## src/robCore_macros.svh

```systemverilog
`ifndef ROBCORE_MACROS_SVH
`define ROBCORE_MACROS_SVH

// reorder buffer depth, kept a power of two so indices wrap
`define NUM_ROB 8

// physical register file size
`define NUM_PR 32

// architectural registers visible to software
`define NUM_ARCH 16

`endif

```

## src/renamePkg.sv

```systemverilog
`include "robCore_macros.svh"

package renamePkg;

  typedef logic [$clog2(`NUM_ARCH)-1:0] archTag;
  typedef logic [$clog2(`NUM_PR)-1:0]   physTag;

  // instruction as offered on the dispatch port
  typedef struct packed {
    archTag destArch;
    logic   hasDest;
    logic   isBranch;
    logic   halt;
  } dispatchInstr;

  // instruction after renaming, written into the buffer
  typedef struct packed {
    archTag destArch;
    logic   hasDest;
    logic   isBranch;
    logic   halt;
    physTag newTag;
    // previous mapping, freed at retire
    physTag oldTag;
  } renamedInstr;

endpackage

```

## src/robPkg.sv

```systemverilog
`include "robCore_macros.svh"

package robPkg;

  typedef logic [$clog2(`NUM_ROB)-1:0] robIdx;

  // one buffer slot
  typedef struct packed {
    renamePkg::renamedInstr instr;
    logic                   valid;
    logic                   complete;
  } robEntry;

  // head entry as it leaves the buffer
  typedef struct packed {
    renamePkg::archTag destArch;
    logic              hasDest;
    renamePkg::physTag newTag;
    // returned to the free list
    renamePkg::physTag oldTag;
    logic              halt;
  } retireInfo;

endpackage

```

## src/freeList.sv

```systemverilog
`timescale 1ns/1ns
`include "robCore_macros.svh"

module freeList (
  input  logic              clock,
  input  logic              reset,
  input  logic              pop,
  input  logic              push,
  input  renamePkg::physTag pushTag,
  input  logic              checkpoint,
  input  logic              rollback,
  output renamePkg::physTag freeTag,
  output logic              freeEmpty
);

  localparam int DEPTH = `NUM_PR - `NUM_ARCH;
  // one extra wrap bit so full and empty differ
  localparam int PTR_W = $clog2(DEPTH) + 1;

  renamePkg::physTag queue [DEPTH];

  logic [PTR_W-1:0] rdPtr;
  logic [PTR_W-1:0] wrPtr;
  logic [PTR_W-1:0] savedRdPtr;
  logic [PTR_W-1:0] count;
  logic [PTR_W-1:0] rdNext;
  logic [PTR_W-1:0] wrNext;

  assign rdNext    = rdPtr + PTR_W'(pop);
  assign wrNext    = wrPtr + PTR_W'(push);
  assign freeTag   = queue[rdPtr[PTR_W-2:0]];
  assign freeEmpty = (count == '0);

  always_ff @(posedge clock) begin
    if (reset) begin
      rdPtr      <= '0;
      wrPtr      <= PTR_W'(DEPTH);
      savedRdPtr <= '0;
      count      <= PTR_W'(DEPTH);
      // tags above the architectural range start out free
      for (int i = 0; i < DEPTH; i++) begin
        queue[i] <= renamePkg::physTag'(`NUM_ARCH + i);
      end
    end else begin
      if (push) begin
        queue[wrPtr[PTR_W-2:0]] <= pushTag;
      end
      wrPtr <= wrNext;
      if (rollback) begin
        // tags popped since the branch are still in the queue
        rdPtr <= savedRdPtr;
        count <= wrNext - savedRdPtr;
      end else begin
        rdPtr <= rdNext;
        count <= count + PTR_W'(push) - PTR_W'(pop);
      end
      // include the branch's own pop, if any
      if (checkpoint) begin
        savedRdPtr <= rdNext;
      end
    end
  end

endmodule

```

## src/mapTable.sv

```systemverilog
`timescale 1ns/1ns
`include "robCore_macros.svh"

module mapTable (
  input  logic              clock,
  input  logic              reset,
  input  renamePkg::archTag lookupArch,
  input  logic              renameWrite,
  input  renamePkg::archTag renameArch,
  input  renamePkg::physTag renameTag,
  input  logic              checkpoint,
  input  logic              rollback,
  input  logic              retireValid,
  input  robPkg::retireInfo retireOut,
  output renamePkg::physTag oldTag
);

  renamePkg::physTag specMap [`NUM_ARCH];
  renamePkg::physTag specNext [`NUM_ARCH];
  renamePkg::physTag ckptMap [`NUM_ARCH];
  // committed state, source for a full recovery
  renamePkg::physTag archMap [`NUM_ARCH];

  assign oldTag = specMap[lookupArch];

  // speculative map with this cycle's rename applied
  always_comb begin
    specNext = specMap;
    if (renameWrite) begin
      specNext[renameArch] = renameTag;
    end
  end

  always_ff @(posedge clock) begin
    if (reset) begin
      for (int i = 0; i < `NUM_ARCH; i++) begin
        specMap[i] <= renamePkg::physTag'(i);
        ckptMap[i] <= renamePkg::physTag'(i);
        archMap[i] <= renamePkg::physTag'(i);
      end
    end else begin
      if (rollback) begin
        specMap <= ckptMap;
      end else begin
        specMap <= specNext;
      end
      if (checkpoint) begin
        ckptMap <= specNext;
      end
      if (retireValid && retireOut.hasDest) begin
        archMap[retireOut.destArch] <= retireOut.newTag;
      end
    end
  end

endmodule

```

## src/renameStage.sv

```systemverilog
`timescale 1ns/1ns

module renameStage (
  input  logic                   dispatchValid,
  input  renamePkg::dispatchInstr dispatchIn,
  input  renamePkg::physTag      freeTag,
  input  logic                   freeEmpty,
  input  renamePkg::physTag      oldTag,
  input  logic                   robFull,
  input  logic                   branchPending,
  input  logic                   resolveValid,
  output logic                   dispatchReady,
  output logic                   pop,
  output logic                   renameWrite,
  output renamePkg::archTag      lookupArch,
  output logic                   allocate,
  output logic                   checkpoint,
  output renamePkg::renamedInstr renamedOut
);

  logic accept;
  logic noTag;
  logic branchBlock;

  // a destination needs a tag from the free list
  assign noTag       = dispatchIn.hasDest && freeEmpty;
  // only one checkpoint exists
  assign branchBlock = dispatchIn.isBranch && branchPending;

  // hold off during resolution so rollback sees a quiet front end
  assign dispatchReady = !robFull && !noTag && !branchBlock && !resolveValid;
  assign accept        = dispatchValid && dispatchReady;

  assign lookupArch  = dispatchIn.destArch;
  assign pop         = accept && dispatchIn.hasDest;
  assign renameWrite = accept && dispatchIn.hasDest;
  assign allocate    = accept;
  assign checkpoint  = accept && dispatchIn.isBranch;

  always_comb begin
    renamedOut.destArch = dispatchIn.destArch;
    renamedOut.hasDest  = dispatchIn.hasDest;
    renamedOut.isBranch = dispatchIn.isBranch;
    renamedOut.halt     = dispatchIn.halt;
    renamedOut.newTag   = freeTag;
    renamedOut.oldTag   = oldTag;
  end

endmodule

```

## src/reorderBuffer.sv

```systemverilog
`timescale 1ns/1ns
`include "robCore_macros.svh"

module reorderBuffer (
  input  logic                   clock,
  input  logic                   reset,
  input  logic                   allocate,
  input  renamePkg::renamedInstr renamedIn,
  input  logic                   completeValid,
  input  robPkg::robIdx          completeIdx,
  input  logic                   resolveValid,
  input  logic                   mispredict,
  output logic                   robFull,
  output logic                   branchPending,
  output robPkg::robIdx          tailIdx,
  output logic                   rollback,
  output logic                   retireValid,
  output robPkg::retireInfo      retireOut
);

  localparam int CNT_W = $clog2(`NUM_ROB) + 1;

  robPkg::robEntry entries [`NUM_ROB];

  robPkg::robIdx    head;
  robPkg::robIdx    tail;
  logic [CNT_W-1:0] count;
  robPkg::robIdx    branchIdx;
  // distance of the pending branch from the head
  robPkg::robIdx    branchPos;
  logic [`NUM_ROB-1:0] flushMask;

  assign robFull     = (count == CNT_W'(`NUM_ROB));
  assign tailIdx     = tail;
  assign branchPos   = branchIdx - head;
  assign rollback    = resolveValid && mispredict && branchPending;
  assign retireValid = entries[head].valid && entries[head].complete;

  always_comb begin
    retireOut.destArch = entries[head].instr.destArch;
    retireOut.hasDest  = entries[head].instr.hasDest;
    retireOut.newTag   = entries[head].instr.newTag;
    retireOut.oldTag   = entries[head].instr.oldTag;
    retireOut.halt     = entries[head].instr.halt;
  end

  // everything younger than the branch, counted from the head
  always_comb begin
    robPkg::robIdx rel;
    for (int i = 0; i < `NUM_ROB; i++) begin
      rel          = robPkg::robIdx'(i) - head;
      flushMask[i] = (rel > branchPos);
    end
  end

  always_ff @(posedge clock) begin
    if (reset) begin
      head          <= '0;
      tail          <= '0;
      count         <= '0;
      branchPending <= 1'b0;
      branchIdx     <= '0;
      for (int i = 0; i < `NUM_ROB; i++) begin
        entries[i].valid    <= 1'b0;
        entries[i].complete <= 1'b0;
      end
    end else begin
      if (allocate) begin
        entries[tail].instr    <= renamedIn;
        entries[tail].valid    <= 1'b1;
        // branches have nothing left to execute
        entries[tail].complete <= renamedIn.isBranch;
        tail                   <= tail + 1'b1;
      end

      // late completions for flushed slots are dropped
      if (completeValid && entries[completeIdx].valid) begin
        entries[completeIdx].complete <= 1'b1;
      end

      if (retireValid) begin
        entries[head].valid <= 1'b0;
        head                <= head + 1'b1;
      end

      if (rollback) begin
        for (int i = 0; i < `NUM_ROB; i++) begin
          if (flushMask[i]) begin
            entries[i].valid <= 1'b0;
          end
        end
        tail  <= branchIdx + 1'b1;
        count <= CNT_W'(branchPos) + CNT_W'(1) - CNT_W'(retireValid);
      end else begin
        count <= count + CNT_W'(allocate) - CNT_W'(retireValid);
      end

      // dispatch is held off while resolving, so these never overlap
      if (resolveValid) begin
        branchPending <= 1'b0;
      end else if (allocate && renamedIn.isBranch) begin
        branchPending <= 1'b1;
        branchIdx     <= tail;
      end
    end
  end

endmodule

```

## src/robCore.sv

```systemverilog
`timescale 1ns/1ns

module robCore (
  input  logic                    clock,
  input  logic                    reset,
  input  logic                    dispatchValid,
  input  renamePkg::dispatchInstr dispatchIn,
  input  logic                    completeValid,
  input  robPkg::robIdx           completeIdx,
  input  logic                    resolveValid,
  input  logic                    mispredict,
  output logic                    dispatchReady,
  output robPkg::robIdx           dispatchRobIdx,
  output logic                    retireValid,
  output robPkg::retireInfo       retireOut,
  output logic                    haltOut
);

  logic                   pop;
  logic                   freeEmpty;
  renamePkg::physTag      freeTag;
  renamePkg::physTag      oldTag;
  renamePkg::archTag      lookupArch;
  logic                   renameWrite;
  logic                   allocate;
  logic                   checkpoint;
  renamePkg::renamedInstr renamed;
  logic                   robFull;
  logic                   branchPending;
  logic                   rollback;

  assign haltOut = retireValid && retireOut.halt;

  freeList u_freeList (
    .clock      (clock),
    .reset      (reset),
    .pop        (pop),
    .push       (retireValid && retireOut.hasDest),
    .pushTag    (retireOut.oldTag),
    .checkpoint (checkpoint),
    .rollback   (rollback),
    .freeTag    (freeTag),
    .freeEmpty  (freeEmpty)
  );

  mapTable u_mapTable (
    .clock       (clock),
    .reset       (reset),
    .lookupArch  (lookupArch),
    .renameWrite (renameWrite),
    .renameArch  (renamed.destArch),
    .renameTag   (renamed.newTag),
    .checkpoint  (checkpoint),
    .rollback    (rollback),
    .retireValid (retireValid),
    .retireOut   (retireOut),
    .oldTag      (oldTag)
  );

  renameStage u_renameStage (
    .dispatchValid (dispatchValid),
    .dispatchIn    (dispatchIn),
    .freeTag       (freeTag),
    .freeEmpty     (freeEmpty),
    .oldTag        (oldTag),
    .robFull       (robFull),
    .branchPending (branchPending),
    .resolveValid  (resolveValid),
    .dispatchReady (dispatchReady),
    .pop           (pop),
    .renameWrite   (renameWrite),
    .lookupArch    (lookupArch),
    .allocate      (allocate),
    .checkpoint    (checkpoint),
    .renamedOut    (renamed)
  );

  reorderBuffer u_reorderBuffer (
    .clock         (clock),
    .reset         (reset),
    .allocate      (allocate),
    .renamedIn     (renamed),
    .completeValid (completeValid),
    .completeIdx   (completeIdx),
    .resolveValid  (resolveValid),
    .mispredict    (mispredict),
    .robFull       (robFull),
    .branchPending (branchPending),
    .tailIdx       (dispatchRobIdx),
    .rollback      (rollback),
    .retireValid   (retireValid),
    .retireOut     (retireOut)
  );

endmodule

```

## config.mk

```make
export PLATFORM = sky130hd
export DESIGN_NAME = robCore
export DESIGN_NICKNAME = d
export VERILOG_FILES = /design/src/renamePkg.sv /design/src/robPkg.sv /design/src/freeList.sv /design/src/mapTable.sv /design/src/renameStage.sv /design/src/reorderBuffer.sv /design/src/robCore.sv
export VERILOG_INCLUDE_DIRS = /design/src /design/src/src
export SDC_FILE = /design/constraint.sdc
export NUM_CORES = 1
export LEC_CHECK = 0
export BUFFER_PORTS_ARGS = -buffer_cell sky130_fd_sc_hd__buf_2
export CORE_AREA = 2 2 241 243
export CTS_CLUSTER_SIZE = 40
export DETAILED_ROUTE_END_ITERATION = 10
export DIE_AREA = 0 0 243 245
export SLEW_MARGIN = 10
export SYNTH_ARGS = -nofsm -noshare
export SYNTH_HDL_FRONTEND = slang
export SYNTH_SLANG_ARGS = --single-unit
```

## constraint.sdc

```tcl
create_clock -name clock -period 9.5 [get_ports clock]
set_input_delay 0.475 -clock clock [delete_from_list [all_inputs] [get_ports clock]]
set_output_delay 0.475 -clock clock [all_outputs]
set_load 0.02 [all_outputs]
```

==> metrics.md, run 1 <==
| Metric | Value |
|---|---|
| Area delta synth->final | `11.2%` |
| Clock Power Share | `0.426` |
| Sequential share of power | `0.482` |
| Post-route DRC | `0` |
| Nets | `1806` |
| Leak | `7.28 nW` |
| Die ar. | `59500 µm²` |
| Ys async rst share | `0` |
| Detail Placement HPWL | `32900 µm` |
| Setup TNS | `0 ps` |
| WL/cell | `20.3 µm` |
| Post-synthesis sequential area ratio | `0.533` |
| TritonCTS clock tree | `built` |
| Clk slew on worst S/H paths | `60 ps` |
| Vias in the first global route | `13978` |
| Post-Synthesis Cells | `1789` |
| Design Area, Final | `21900 µm²` |
| H-tree levels | `2` |
| Status | `complete, no violations` |
| Internal power | `3.10 mW` |
| CP Class | `reg2reg` |
| Dpl ws | `5250 ps` |
| Antenna viol nets, final | `0` |
| Final wirelength | `51900 µm` |
| Worst-Skew Late Latency | `570 ps` |
| Hold slack | `144 ps` |
| Tot GR Track Use | `0.173` |
| Yosys cell types | `65` |
| Die Y | `245 µm` |
| Critical path peak fanout | `18` |
| Core Area | `57000 µm²` |
| Hold Vio Cnt, Final | `0` |
| Syn nets | `1845` |
| Clk sinks | `421` |
| PwrDens | `187 nW/µm²` |
| Post-Syn Area | `19700 µm²` |
| Initial antenna violation count | `5` |
| Initial Util | `0.346` |
| Vias per inst | `5.54` |
| Worst Skew | `17.7 ps` |
| PortBufs | `37` |
| Slew @ Worst Pin | `1100 ps` |
| Switching power | `1.01 mW` |
| Max clock buf depth | `3` |
| Detailed Routing Iterations Pass 1 | `8` |
| Tcrit/Tclk final | `0.438` |
| Via Count | `14137` |
| Worst Hold Class | `in2reg` |
| Row cnt | `88` |
| Number of flops mapped to enable cells by yosys | `208` |
| Maximum resistive drop on vdd | `0.114 mV` |
| Post-CTS setup buffer count | `0` |
| Net Sw Frac | `0.246` |
| Fmax | `240 MHz` |
| Power share of the combinational group | `0.091` |
| Post-route worst setup slack | `5330 ps` |
| Unrepaired setup endpoints after global routing | `no` |
| First-pass GRT wire length | `80700 µm` |
| Die Wd | `243 µm` |
| Dominant synthesized flop cell | `dfxtp_1` |
| Grt ovf | `0` |
| Arr. time, crit path | `4560 ps` |
| Slew Viols, Final | `0` |
| Post-CTS sizing | `0` |
| CTS Buf Count | `46` |
| Max-Slew Margin vs Limit | `0.268` |
| Share of cells above drive strength 1 | `0.134` |
| Total I/O pin count | `38` |
| Setup violators final | `0` |
| Clock Tree Root | `clkbuf_16` |
| Post-DP Area | `20500 µm²` |
| Post-synthesis register bit count | `421` |
| Worst path required time | `9890 ps` |
| CTS hold repair buffers | `0` |
| Max Cap Viol | `0` |
| Largest net degree at the start of global routing | `105` |
| Initial DRC count | `1310` |
| Fin crit period | `4170 ps` |
| Synth warn | `0` |
| Syn Area/Cell | `11.0 µm²` |
| RePlAce Congestion | `0.842` |
| Setup crit start kind | `flop` |
| Nature of the critical path endpoint | `flop` |
==> registers in the layout, indices dropped and copies added (netlist names), 3 cells and up, named ones only <==
| signal | cells |
|---|---|
| u_freeList.wrPtr | 5 |
| u_freeList.savedRdPtr | 5 |
| u_reorderBuffer.entries | 144 |
| u_reorderBuffer.count | 4 |
| u_freeList.queue | 80 |
| u_mapTable.specMap | 80 |
| u_freeList.count | 5 |
| u_reorderBuffer.head | 3 |
| u_reorderBuffer.tailIdx | 3 |
| u_mapTable.ckptMap | 80 |
| u_reorderBuffer.branchIdx | 3 |
| u_freeList.rdPtr | 5 |
==> power groups by stage <==
stage / Sequential [mW] / Clock [mW] / Combinational [mW]
finish: 1.98 / 1.75 / 0.375
global route: 1.98 / 1.85 / 0.415
CTS: 1.98 / 1.78 / 0.376
detailed placement: 2.02 / 0 / 0.374
global placement: 2.02 / 0 / 0.365
floorplan: 2.00 / 0 / 0.278
==> critical path: stages, from the launching register on <==
cell      delay, ps
dfxtp_1        1020
mux4_2          440
mux2i_2         660
and2_1          260
inv_1            60
ha_1            270
inv_1            60
ha_1            160
inv_1            60
fa_1            370
nand2b_1        170
a21oi_1         150
nor2_1           70
xnor2_1         150
o211ai_1         90
==> final timing paths <==
check,start,to,slack [ps],depth (start not counted)
worst min-delay path,resolveValid,u_reorderBuffer.branchPending$_SDFFE_PP0P_,140,2
worst max-delay path,flop,u_freeList.count[4]$_SDFF_PP1_,5330,14
worst max register to register,flop,u_freeList.count[4]$_SDFF_PP1_,5330,14
worst min register to register,u_mapTable.ckptMap[68]$_SDFFE_PP0P_,u_mapTable.ckptMap[68]$_SDFFE_PP0P_,490,2
==> routing by layer <==
| metal | GRT usage | up-vias | share of wire |
|---|---|---|---|
| met5 | 0 | - | 0.0010 |
| met4 | 0.0644 | 8 | 0.032 |
| met3 | 0.0371 | 106 | 0.064 |
| met2 | 0.278 | 446 | 0.46 |
| met1 | 0.229 | 7042 | 0.44 |
| li1 | - | 6535 | - |
==> cells by family (layout without fill, tap and decap cells) <==
family                     after synthesis  after routing  share of synthesized area
and+or+nand+nor                        651            651                      0.152
DFF                                    421            421                      0.533
AOI/OAI and AO/OA                      324            324                      0.115
other                                    0              1                          0
adders and majority gates               42             42                     0.0279
buffers and inverters                  183            180                     0.0378
muxes                                  143            143                      0.124
xor gates and xnor gates                25             25                     0.0111
==> cell usage in the layout, fill, tap and decap left out, types with 14 or more instances in the layout <==
cell	n
nor2b_1	16
o21ai_0	56
buf_4	17
nor3_1	55
and2_1	65
nand2b_1	19
xor2_1	14
buf_2	36
nand3_1	41
a31oi_1	21
and3_1	32
mux4_2	67
nor2_1	263
inv_1	37
mux2_2	22
a21oi_1	61
edfxtp_1	208
a221oi_1	39
dfxtp_1	212
mux2i_1	44
ha_1	36
nand2_1	125
a211oi_1	47
a222oi_1	24
o21ai_1	15
clkbuf_16	48
==> synth_stat cells, types with 5 or more instances <==
| cell | count | area share |
|---|---|---|
| a211oi_1 | 47 | 0.018 |
| xor2_1 | 14 | 0.0062 |
| ha_1 | 36 | 0.023 |
| buf_1 | 12 | 0.0023 |
| a222oi_1 | 24 | 0.012 |
| and3_1 | 34 | 0.011 |
| xnor2_1 | 11 | 0.0049 |
| a31oi_1 | 21 | 0.0067 |
| buf_2 | 26 | 0.0066 |
| inv_1 | 38 | 0.0072 |
| and2_1 | 65 | 0.021 |
| or2_2 | 8 | 0.0025 |
| a21oi_1 | 61 | 0.015 |
| dfxtp_1 | 213 | 0.22 |
| nor3_1 | 55 | 0.014 |
| clkbuf_1 | 98 | 0.019 |
| o21ai_0 | 56 | 0.014 |
| edfxtp_1 | 208 | 0.32 |
| o211ai_1 | 6 | 0.0023 |
| o221ai_1 | 5 | 0.0022 |
| o21ai_1 | 15 | 0.0038 |
| a21o_1 | 10 | 0.0038 |
| nand2b_1 | 19 | 0.0060 |
| nand2_1 | 125 | 0.024 |
| nor2_1 | 263 | 0.050 |
| nor2b_1 | 16 | 0.0051 |
| mux2i_1 | 44 | 0.022 |
| a311oi_1 | 11 | 0.0049 |
| mux4_2 | 67 | 0.076 |
| mux2_2 | 22 | 0.013 |
| nand3_1 | 43 | 0.011 |
| a221oi_1 | 39 | 0.017 |
| mux4_1 | 9 | 0.012 |
==> final cells by class <==
type,count,area [µm²]
multi-input combinational,1185,8530
timing repair buffer,54,319
fill,5519,35100
inverter,42,158
clock buffer,64,1310
tap,765,957
clock inverter,20,154
sequential,421,10500
antenna,1,2.50
==> metrics by stage <==
| stage | total power [mW] | util | cells |
|---|---|---|---|
| 2_1_floorplan | 2.28 | - | 1789 |
| 3_3_place_gp | 2.38 | 0.359 | 2467 |
| 3_5_place_dp | 2.39 | 0.359 | 2467 |
| 4_1_cts | 4.13 | 0.385 | 2551 |
| 5_1_grt | 4.25 | 0.385 | 2552 |
| 6_report | 4.10 | 0.385 | 2552 |
Note: power is estimated with default switching activity, not from simulation.
==> run 2, diff against run 1 <==
- clock period: 9.5 -> 3.7 ns (I/O delays scaled with it)
==> metrics.md, run 2 (same netlist as run 1, synthesis figures left out) <==
| Metric | Value |
|---|---|
| M1 wire length | `23100 µm` |
| Die ar. | `59500 µm²` |
| Worst path required time | `4130 ps` |
| Largest net degree at the start of global routing | `130` |
| Dpl ws | `471 ps` |
| Slowest cell delay on critical path | `540 ps` |
| Slew @ Worst Pin | `1100 ps` |
| Setup crit start kind | `flop` |
| TritonCTS clock tree | `built` |
| CP delay by family, top | `multiplexers` |
| Post-route worst setup slack | `423 ps` |
| Post-route DRC | `0` |
| Leak | `7.48 nW` |
| Area delta synth->final | `13.0%` |
| Clock Power Share | `0.430` |
| Arr. time, crit path | `3710 ps` |
| Post-CTS sizing | `0` |
| Crit path top cell by count | `ha_1` |
| Max Cap Viol | `0` |
| Worst-Skew Late Latency | `610 ps` |
| Fin crit period | `3280 ps` |
| CTS Buf Count | `45` |
| Slowest-stage cell, CP | `mux4_2` |
| Setup violators final | `0` |
| Commonest non-fill, non-tap cell in the layout | `nor2_1` |
| Setup TNS | `0 ps` |
| Vias per inst | `5.51` |
| Net Sw Frac | `0.253` |
| Max-Slew Margin vs Limit | `0.267` |
| Hold Vio Cnt, Final | `0` |
| Worst Hold Class | `in2reg` |
| Post-layout util | `0.391` |
| Final wirelength | `52400 µm` |
| CP Class | `reg2reg` |
| Antenna viol nets, final | `0` |
| Internal power | `7.95 mW` |
| CP bufs+invs | `1` |
| CTS hold repair buffers | `5` |
| Slew Viols, Final | `0` |
| Switching power | `2.69 mW` |
| Met3 WL | `3450 µm` |
| Worst Skew | `33.1 ps` |
| Unrepaired setup endpoints after global routing | `no` |
| H-tree levels | `2` |
| Nature of the critical path endpoint | `flop` |
| Critical path peak fanout | `5` |
| Maximum resistive drop on vdd | `0.339 mV` |
| Tot GR Track Use | `0.176` |
| Share of cells above drive strength 1 | `0.151` |
| Ant diodes | `0` |
| Initial DRC count | `1529` |
| Uppermost layer routed | `met5` |
| Tcrit/Tclk final | `0.886` |
| Die Wd | `243 µm` |
| Biggest register | `u_reorderBuffer.entries` |
| Clk sinks | `421` |
| RePlAce Congestion | `0.825` |
| Initial antenna violation count | `5` |
| Detail Placement HPWL | `33800 µm` |
| Detailed Routing Iterations Pass 1 | `6` |
| Die Y | `245 µm` |
| Core Area | `57000 µm²` |
| Sequential share of power | `0.477` |
| Row cnt | `88` |
| Max FFs per register | `144` |
| Power share of the combinational group | `0.094` |
| WL/cell | `20.2 µm` |
| Initial Util | `0.346` |
| Fmax | `305 MHz` |
| PwrDens | `477 nW/µm²` |
| Via Count | `14268` |
| Post-CTS setup buffer count | `0` |
| Status | `complete, no violations` |
| Clock Tree Root | `clkbuf_16` |
| DR WL met2 | `24400 µm` |
| Crit-path cells | `mux4_2 > mux2_2 > and2_1 > ha_1 > ha_1 > inv_1 > fa_1 > nor2b_1 > o21ai_0 > and3_1 > mux2i_1 > o211ai_1` |
| Clk slew on worst S/H paths | `60 ps` |
| Most frequent cells in the layout | `263 x nor2_1, 212 x dfxtp_1, 208 x edfxtp_1` |
| Grt ovf | `0` |
| Total I/O pin count | `38` |
| Nets | `1844` |
| Vias in the first global route | `14239` |
| First-pass GRT wire length | `82500 µm` |
| Max clock buf depth | `3` |
| Hold slack | `22.6 ps` |
| PortBufs | `37` |
[run 2: cell count changes in the layout (fill, tap and decap cells not counted), sizes merged]
| cell | delta |
|---|---|
| buf | +34 |
| dlygate4sd3 | +5 |
| clkinv | -4 |
| clkinvlp | +3 |
| clkbuf | -2 |
| inv | +2 |
| bufinv | +1 |
| diode | -1 |
[run 2: final timing paths]
kind | startpoint | to | slack, ps | cells after the start
worst min register to register | u_freeList.savedRdPtr[0]$_SDFFE_PP0P_ | u_freeList.rdPtr[0]$_SDFF_PP0_ | 480 | 2
worst max register to register | flop | u_freeList.count[4]$_SDFF_PP1_ | 420 | 12
worst min-delay path | reset | u_freeList.wrPtr[0]$_SDFF_PP0_ | 20 | 2
worst max-delay path | flop | u_freeList.count[4]$_SDFF_PP1_ | 420 | 12
[run 2: layer usage]
metal,vias up,GRT usage
met4,10,0.0556
li1,6627,-
met2,480,0.284
met1,7048,0.239
met3,103,0.0338
met5,-,0
[run 2: power by group through the flow]
stage               sequential, mW  combinational [mW]  clock (mW)
global route                  5.09                1.10        4.83
floorplan                     5.15               0.713           0
global placement              5.17               0.969           0
detailed placement            5.18               0.995           0
CTS                           5.08                1.00        4.67
finish                        5.07               0.997        4.58
[run 2: through the flow]
stage	power [mW]	cell area, µm²	cells
after floorplan	5.86	19700	1789
after global placement	6.14	20800	2501
after detailed placement	6.17	20800	2501
after CTS	10.7	22300	2590
after global routing	11.0	22300	2590
final	10.6	22300	2590
[run 2: final cells by class]
cell class	instances	area (µm²)
clock buffer	62	1240
timing repair buffer	93	674
tap	765	957
multi-input combinational	1185	8520
inverter	42	158
clock inverter	22	244
sequential	421	10500
fill	5493	34700
==> run 3, diff against run 2 <==
- PLACE_DENSITY: unset -> 0.56
==> metrics.md, run 3 (same netlist as run 1, synthesis figures left out) <==
| Metric | Value |
|---|---|
| Max FFs per register | `144` |
| Max-Slew Margin vs Limit | `0.301` |
| Worst Hold Class | `in2reg` |
| CP Class | `reg2reg` |
| Leak | `7.51 nW` |
| Slowest cell delay on critical path | `520 ps` |
| Die ar. | `59500 µm²` |
| Setup violators final | `0` |
| Die Wd | `243 µm` |
| H-tree levels | `2` |
| WL/cell | `21.0 µm` |
| Crit-path cells | `mux4_2 > mux2_2 > and2_1 > ha_1 > ha_1 > inv_1 > fa_1 > nor2b_1 > o21ai_0 > and3_1 > mux2i_1 > o211ai_1` |
| Max clock buf depth | `3` |
| Tot GR Track Use | `0.183` |
| Slowest-stage cell, CP | `mux4_2` |
| TritonCTS clock tree | `built` |
| Post-route DRC | `0` |
| Maximum resistive drop on vdd | `0.341 mV` |
| Crit path top cell by count | `ha_1` |
| Switching power | `2.66 mW` |
| Clk sinks | `421` |
| Hold Vio Cnt, Final | `0` |
| Met1 GRT Util | `0.249` |
| Core Area | `57000 µm²` |
| Dpl ws | `410 ps` |
| Post-CTS sizing | `0` |
| Clock Tree Root | `clkbuf_16` |
| Arr. time, crit path | `3750 ps` |
| Slew @ Worst Pin | `1050 ps` |
| Status | `complete, no violations` |
| Clock Power Share | `0.427` |
| Internal power | `7.96 mW` |
| Reg2reg end | `u_freeList.count[4]$_SDFF_PP1_` |
| Initial Util | `0.346` |
| Worst R2R Path Depth | `12` |
| R2R Setup Slk | `350 ps` |
| Grt ovf | `0` |
| Net Sw Frac | `0.250` |
| Post-route worst setup slack | `353 ps` |
| Nature of the critical path endpoint | `flop` |
| Via Count | `14363` |
| Slew Viols, Final | `0` |
| Setup TNS | `0 ps` |
| Met2 Usage GRT | `0.294` |
| CP delay by family, top | `adder cells` |
| Worst path required time | `4110 ps` |
| Row cnt | `88` |
| Antenna viol nets, final | `0` |
| Clk slew on worst S/H paths | `60 ps` |
| Sequential share of power | `0.478` |
| Initial antenna violation count | `5` |
| Fin crit period | `3350 ps` |
| Total I/O pin count | `38` |
| Power share of the combinational group | `0.095` |
| Detail Placement HPWL | `34900 µm` |
| Area delta synth->final | `13.2%` |
| Worst-Skew Late Latency | `610 ps` |
| Most frequent cells in the layout | `263 x nor2_1, 212 x dfxtp_1, 208 x edfxtp_1` |
| CP bufs+invs | `1` |
| Fmax | `299 MHz` |
| Critical path peak fanout | `6` |
| Worst Skew | `46.6 ps` |
| Share of cells above drive strength 1 | `0.152` |
| Die Y | `245 µm` |
| Nets | `1848` |
| Setup crit start kind | `flop` |
| Unrepaired setup endpoints after global routing | `no` |
| Max Cap Viol | `0` |
| RePlAce Congestion | `0.813` |
| PwrDens | `475 nW/µm²` |
| CTS Buf Count | `47` |
| Biggest register | `u_reorderBuffer.entries` |
| Vias per inst | `5.54` |
| Ant diodes | `0` |
| Tcrit/Tclk final | `0.905` |
| Vias in the first global route | `14368` |
| First-pass GRT wire length | `84900 µm` |
| Most used routing layer | `met2` |
| PortBufs | `37` |
| Levels on crit path | `12` |
| Setup crit end | `u_freeList.count[4]$_SDFF_PP1_` |
| Initial DRC count | `1479` |
| M3 GR Usage | `0.0364` |
| Commonest non-fill, non-tap cell in the layout | `nor2_1` |
| CTS hold repair buffers | `7` |
| Detailed Routing Iterations Pass 1 | `6` |
| Post-CTS setup buffer count | `0` |
| Largest net degree at the start of global routing | `117` |
| Final wirelength | `54600 µm` |
==> run 3: cell count changes in the layout (fill, tap and decap cells not counted), moves of 3 or more <==
cell	delta
clkbuf_8	+4
clkinvlp_4	-4
bufinv_16	-3
clkbuf_16	+3
inv_16	-3
==> run 3: final cells by class <==
class / instances / area [µm²]
sequential: 421 / 10500
clock buffer: 72 / 1390
timing repair buffer: 95 / 694
tap: 765 / 957
clock inverter: 13 / 108
fill: 5581 / 34700
inverter: 42 / 158
multi-input combinational: 1185 / 8520
==> run 3: tightest hold or removal path: stages <==
cell	delay (ps)
buf_2	200
nand2_1	90
o221ai_1	100
==> run 3: worst min path at each step <==
stage / cells after the start / end / from
after floorplan: 1 / u_reorderBuffer.branchPending$_SDFFE_PP0P_ / resolveValid
after global placement: 2 / u_reorderBuffer.branchPending$_SDFFE_PP0P_ / resolveValid
after detailed placement: 2 / u_reorderBuffer.branchPending$_SDFFE_PP0P_ / resolveValid
after CTS: 3 / u_reorderBuffer.entries[5][0]$_DFF_P_ / dispatchIn[1]
after global routing: 3 / u_reorderBuffer.entries[3][0]$_DFF_P_ / dispatchIn[1]
final: 3 / u_reorderBuffer.entries[5][0]$_DFF_P_ / dispatchIn[1]
==> run 3: per-layer routing <==
metal	vias to the layer above	part of all wire
li1	6635	-
met1	7088	0.44
met2	532	0.46
met3	98	0.072
met4	10	0.027
met5	-	0.00093
==> run 3: through the flow <==
| step | cell area [µm²] | cells | util | hold WS (ps) | power (mW) |
|---|---|---|---|---|---|
| 2_1_floorplan | 19700 | 1789 | - | 264 | 5.86 |
| 3_3_place_gp | 20800 | 2501 | 0.364 | 426 | 6.15 |
| 3_5_place_dp | 20800 | 2501 | 0.364 | 438 | 6.18 |
| 4_1_cts | 22300 | 2593 | 0.392 | 6.24 | 10.7 |
| 5_1_grt | 22300 | 2593 | 0.392 | 68.5 | 11.0 |
| 6_report | 22300 | 2593 | 0.392 | 48.4 | 10.6 |
==> run 3: power groups by stage <==
| stage | clock network, mW | logic (mW) | registers, mW |
|---|---|---|---|
| 2_1_floorplan | 0 | 0.713 | 5.15 |
| 3_3_place_gp | 0 | 0.986 | 5.17 |
| 3_5_place_dp | 0 | 1.01 | 5.17 |
| 4_1_cts | 4.61 | 1.02 | 5.08 |
| 5_1_grt | 4.80 | 1.13 | 5.09 |
| 6_report | 4.53 | 1.01 | 5.08 |
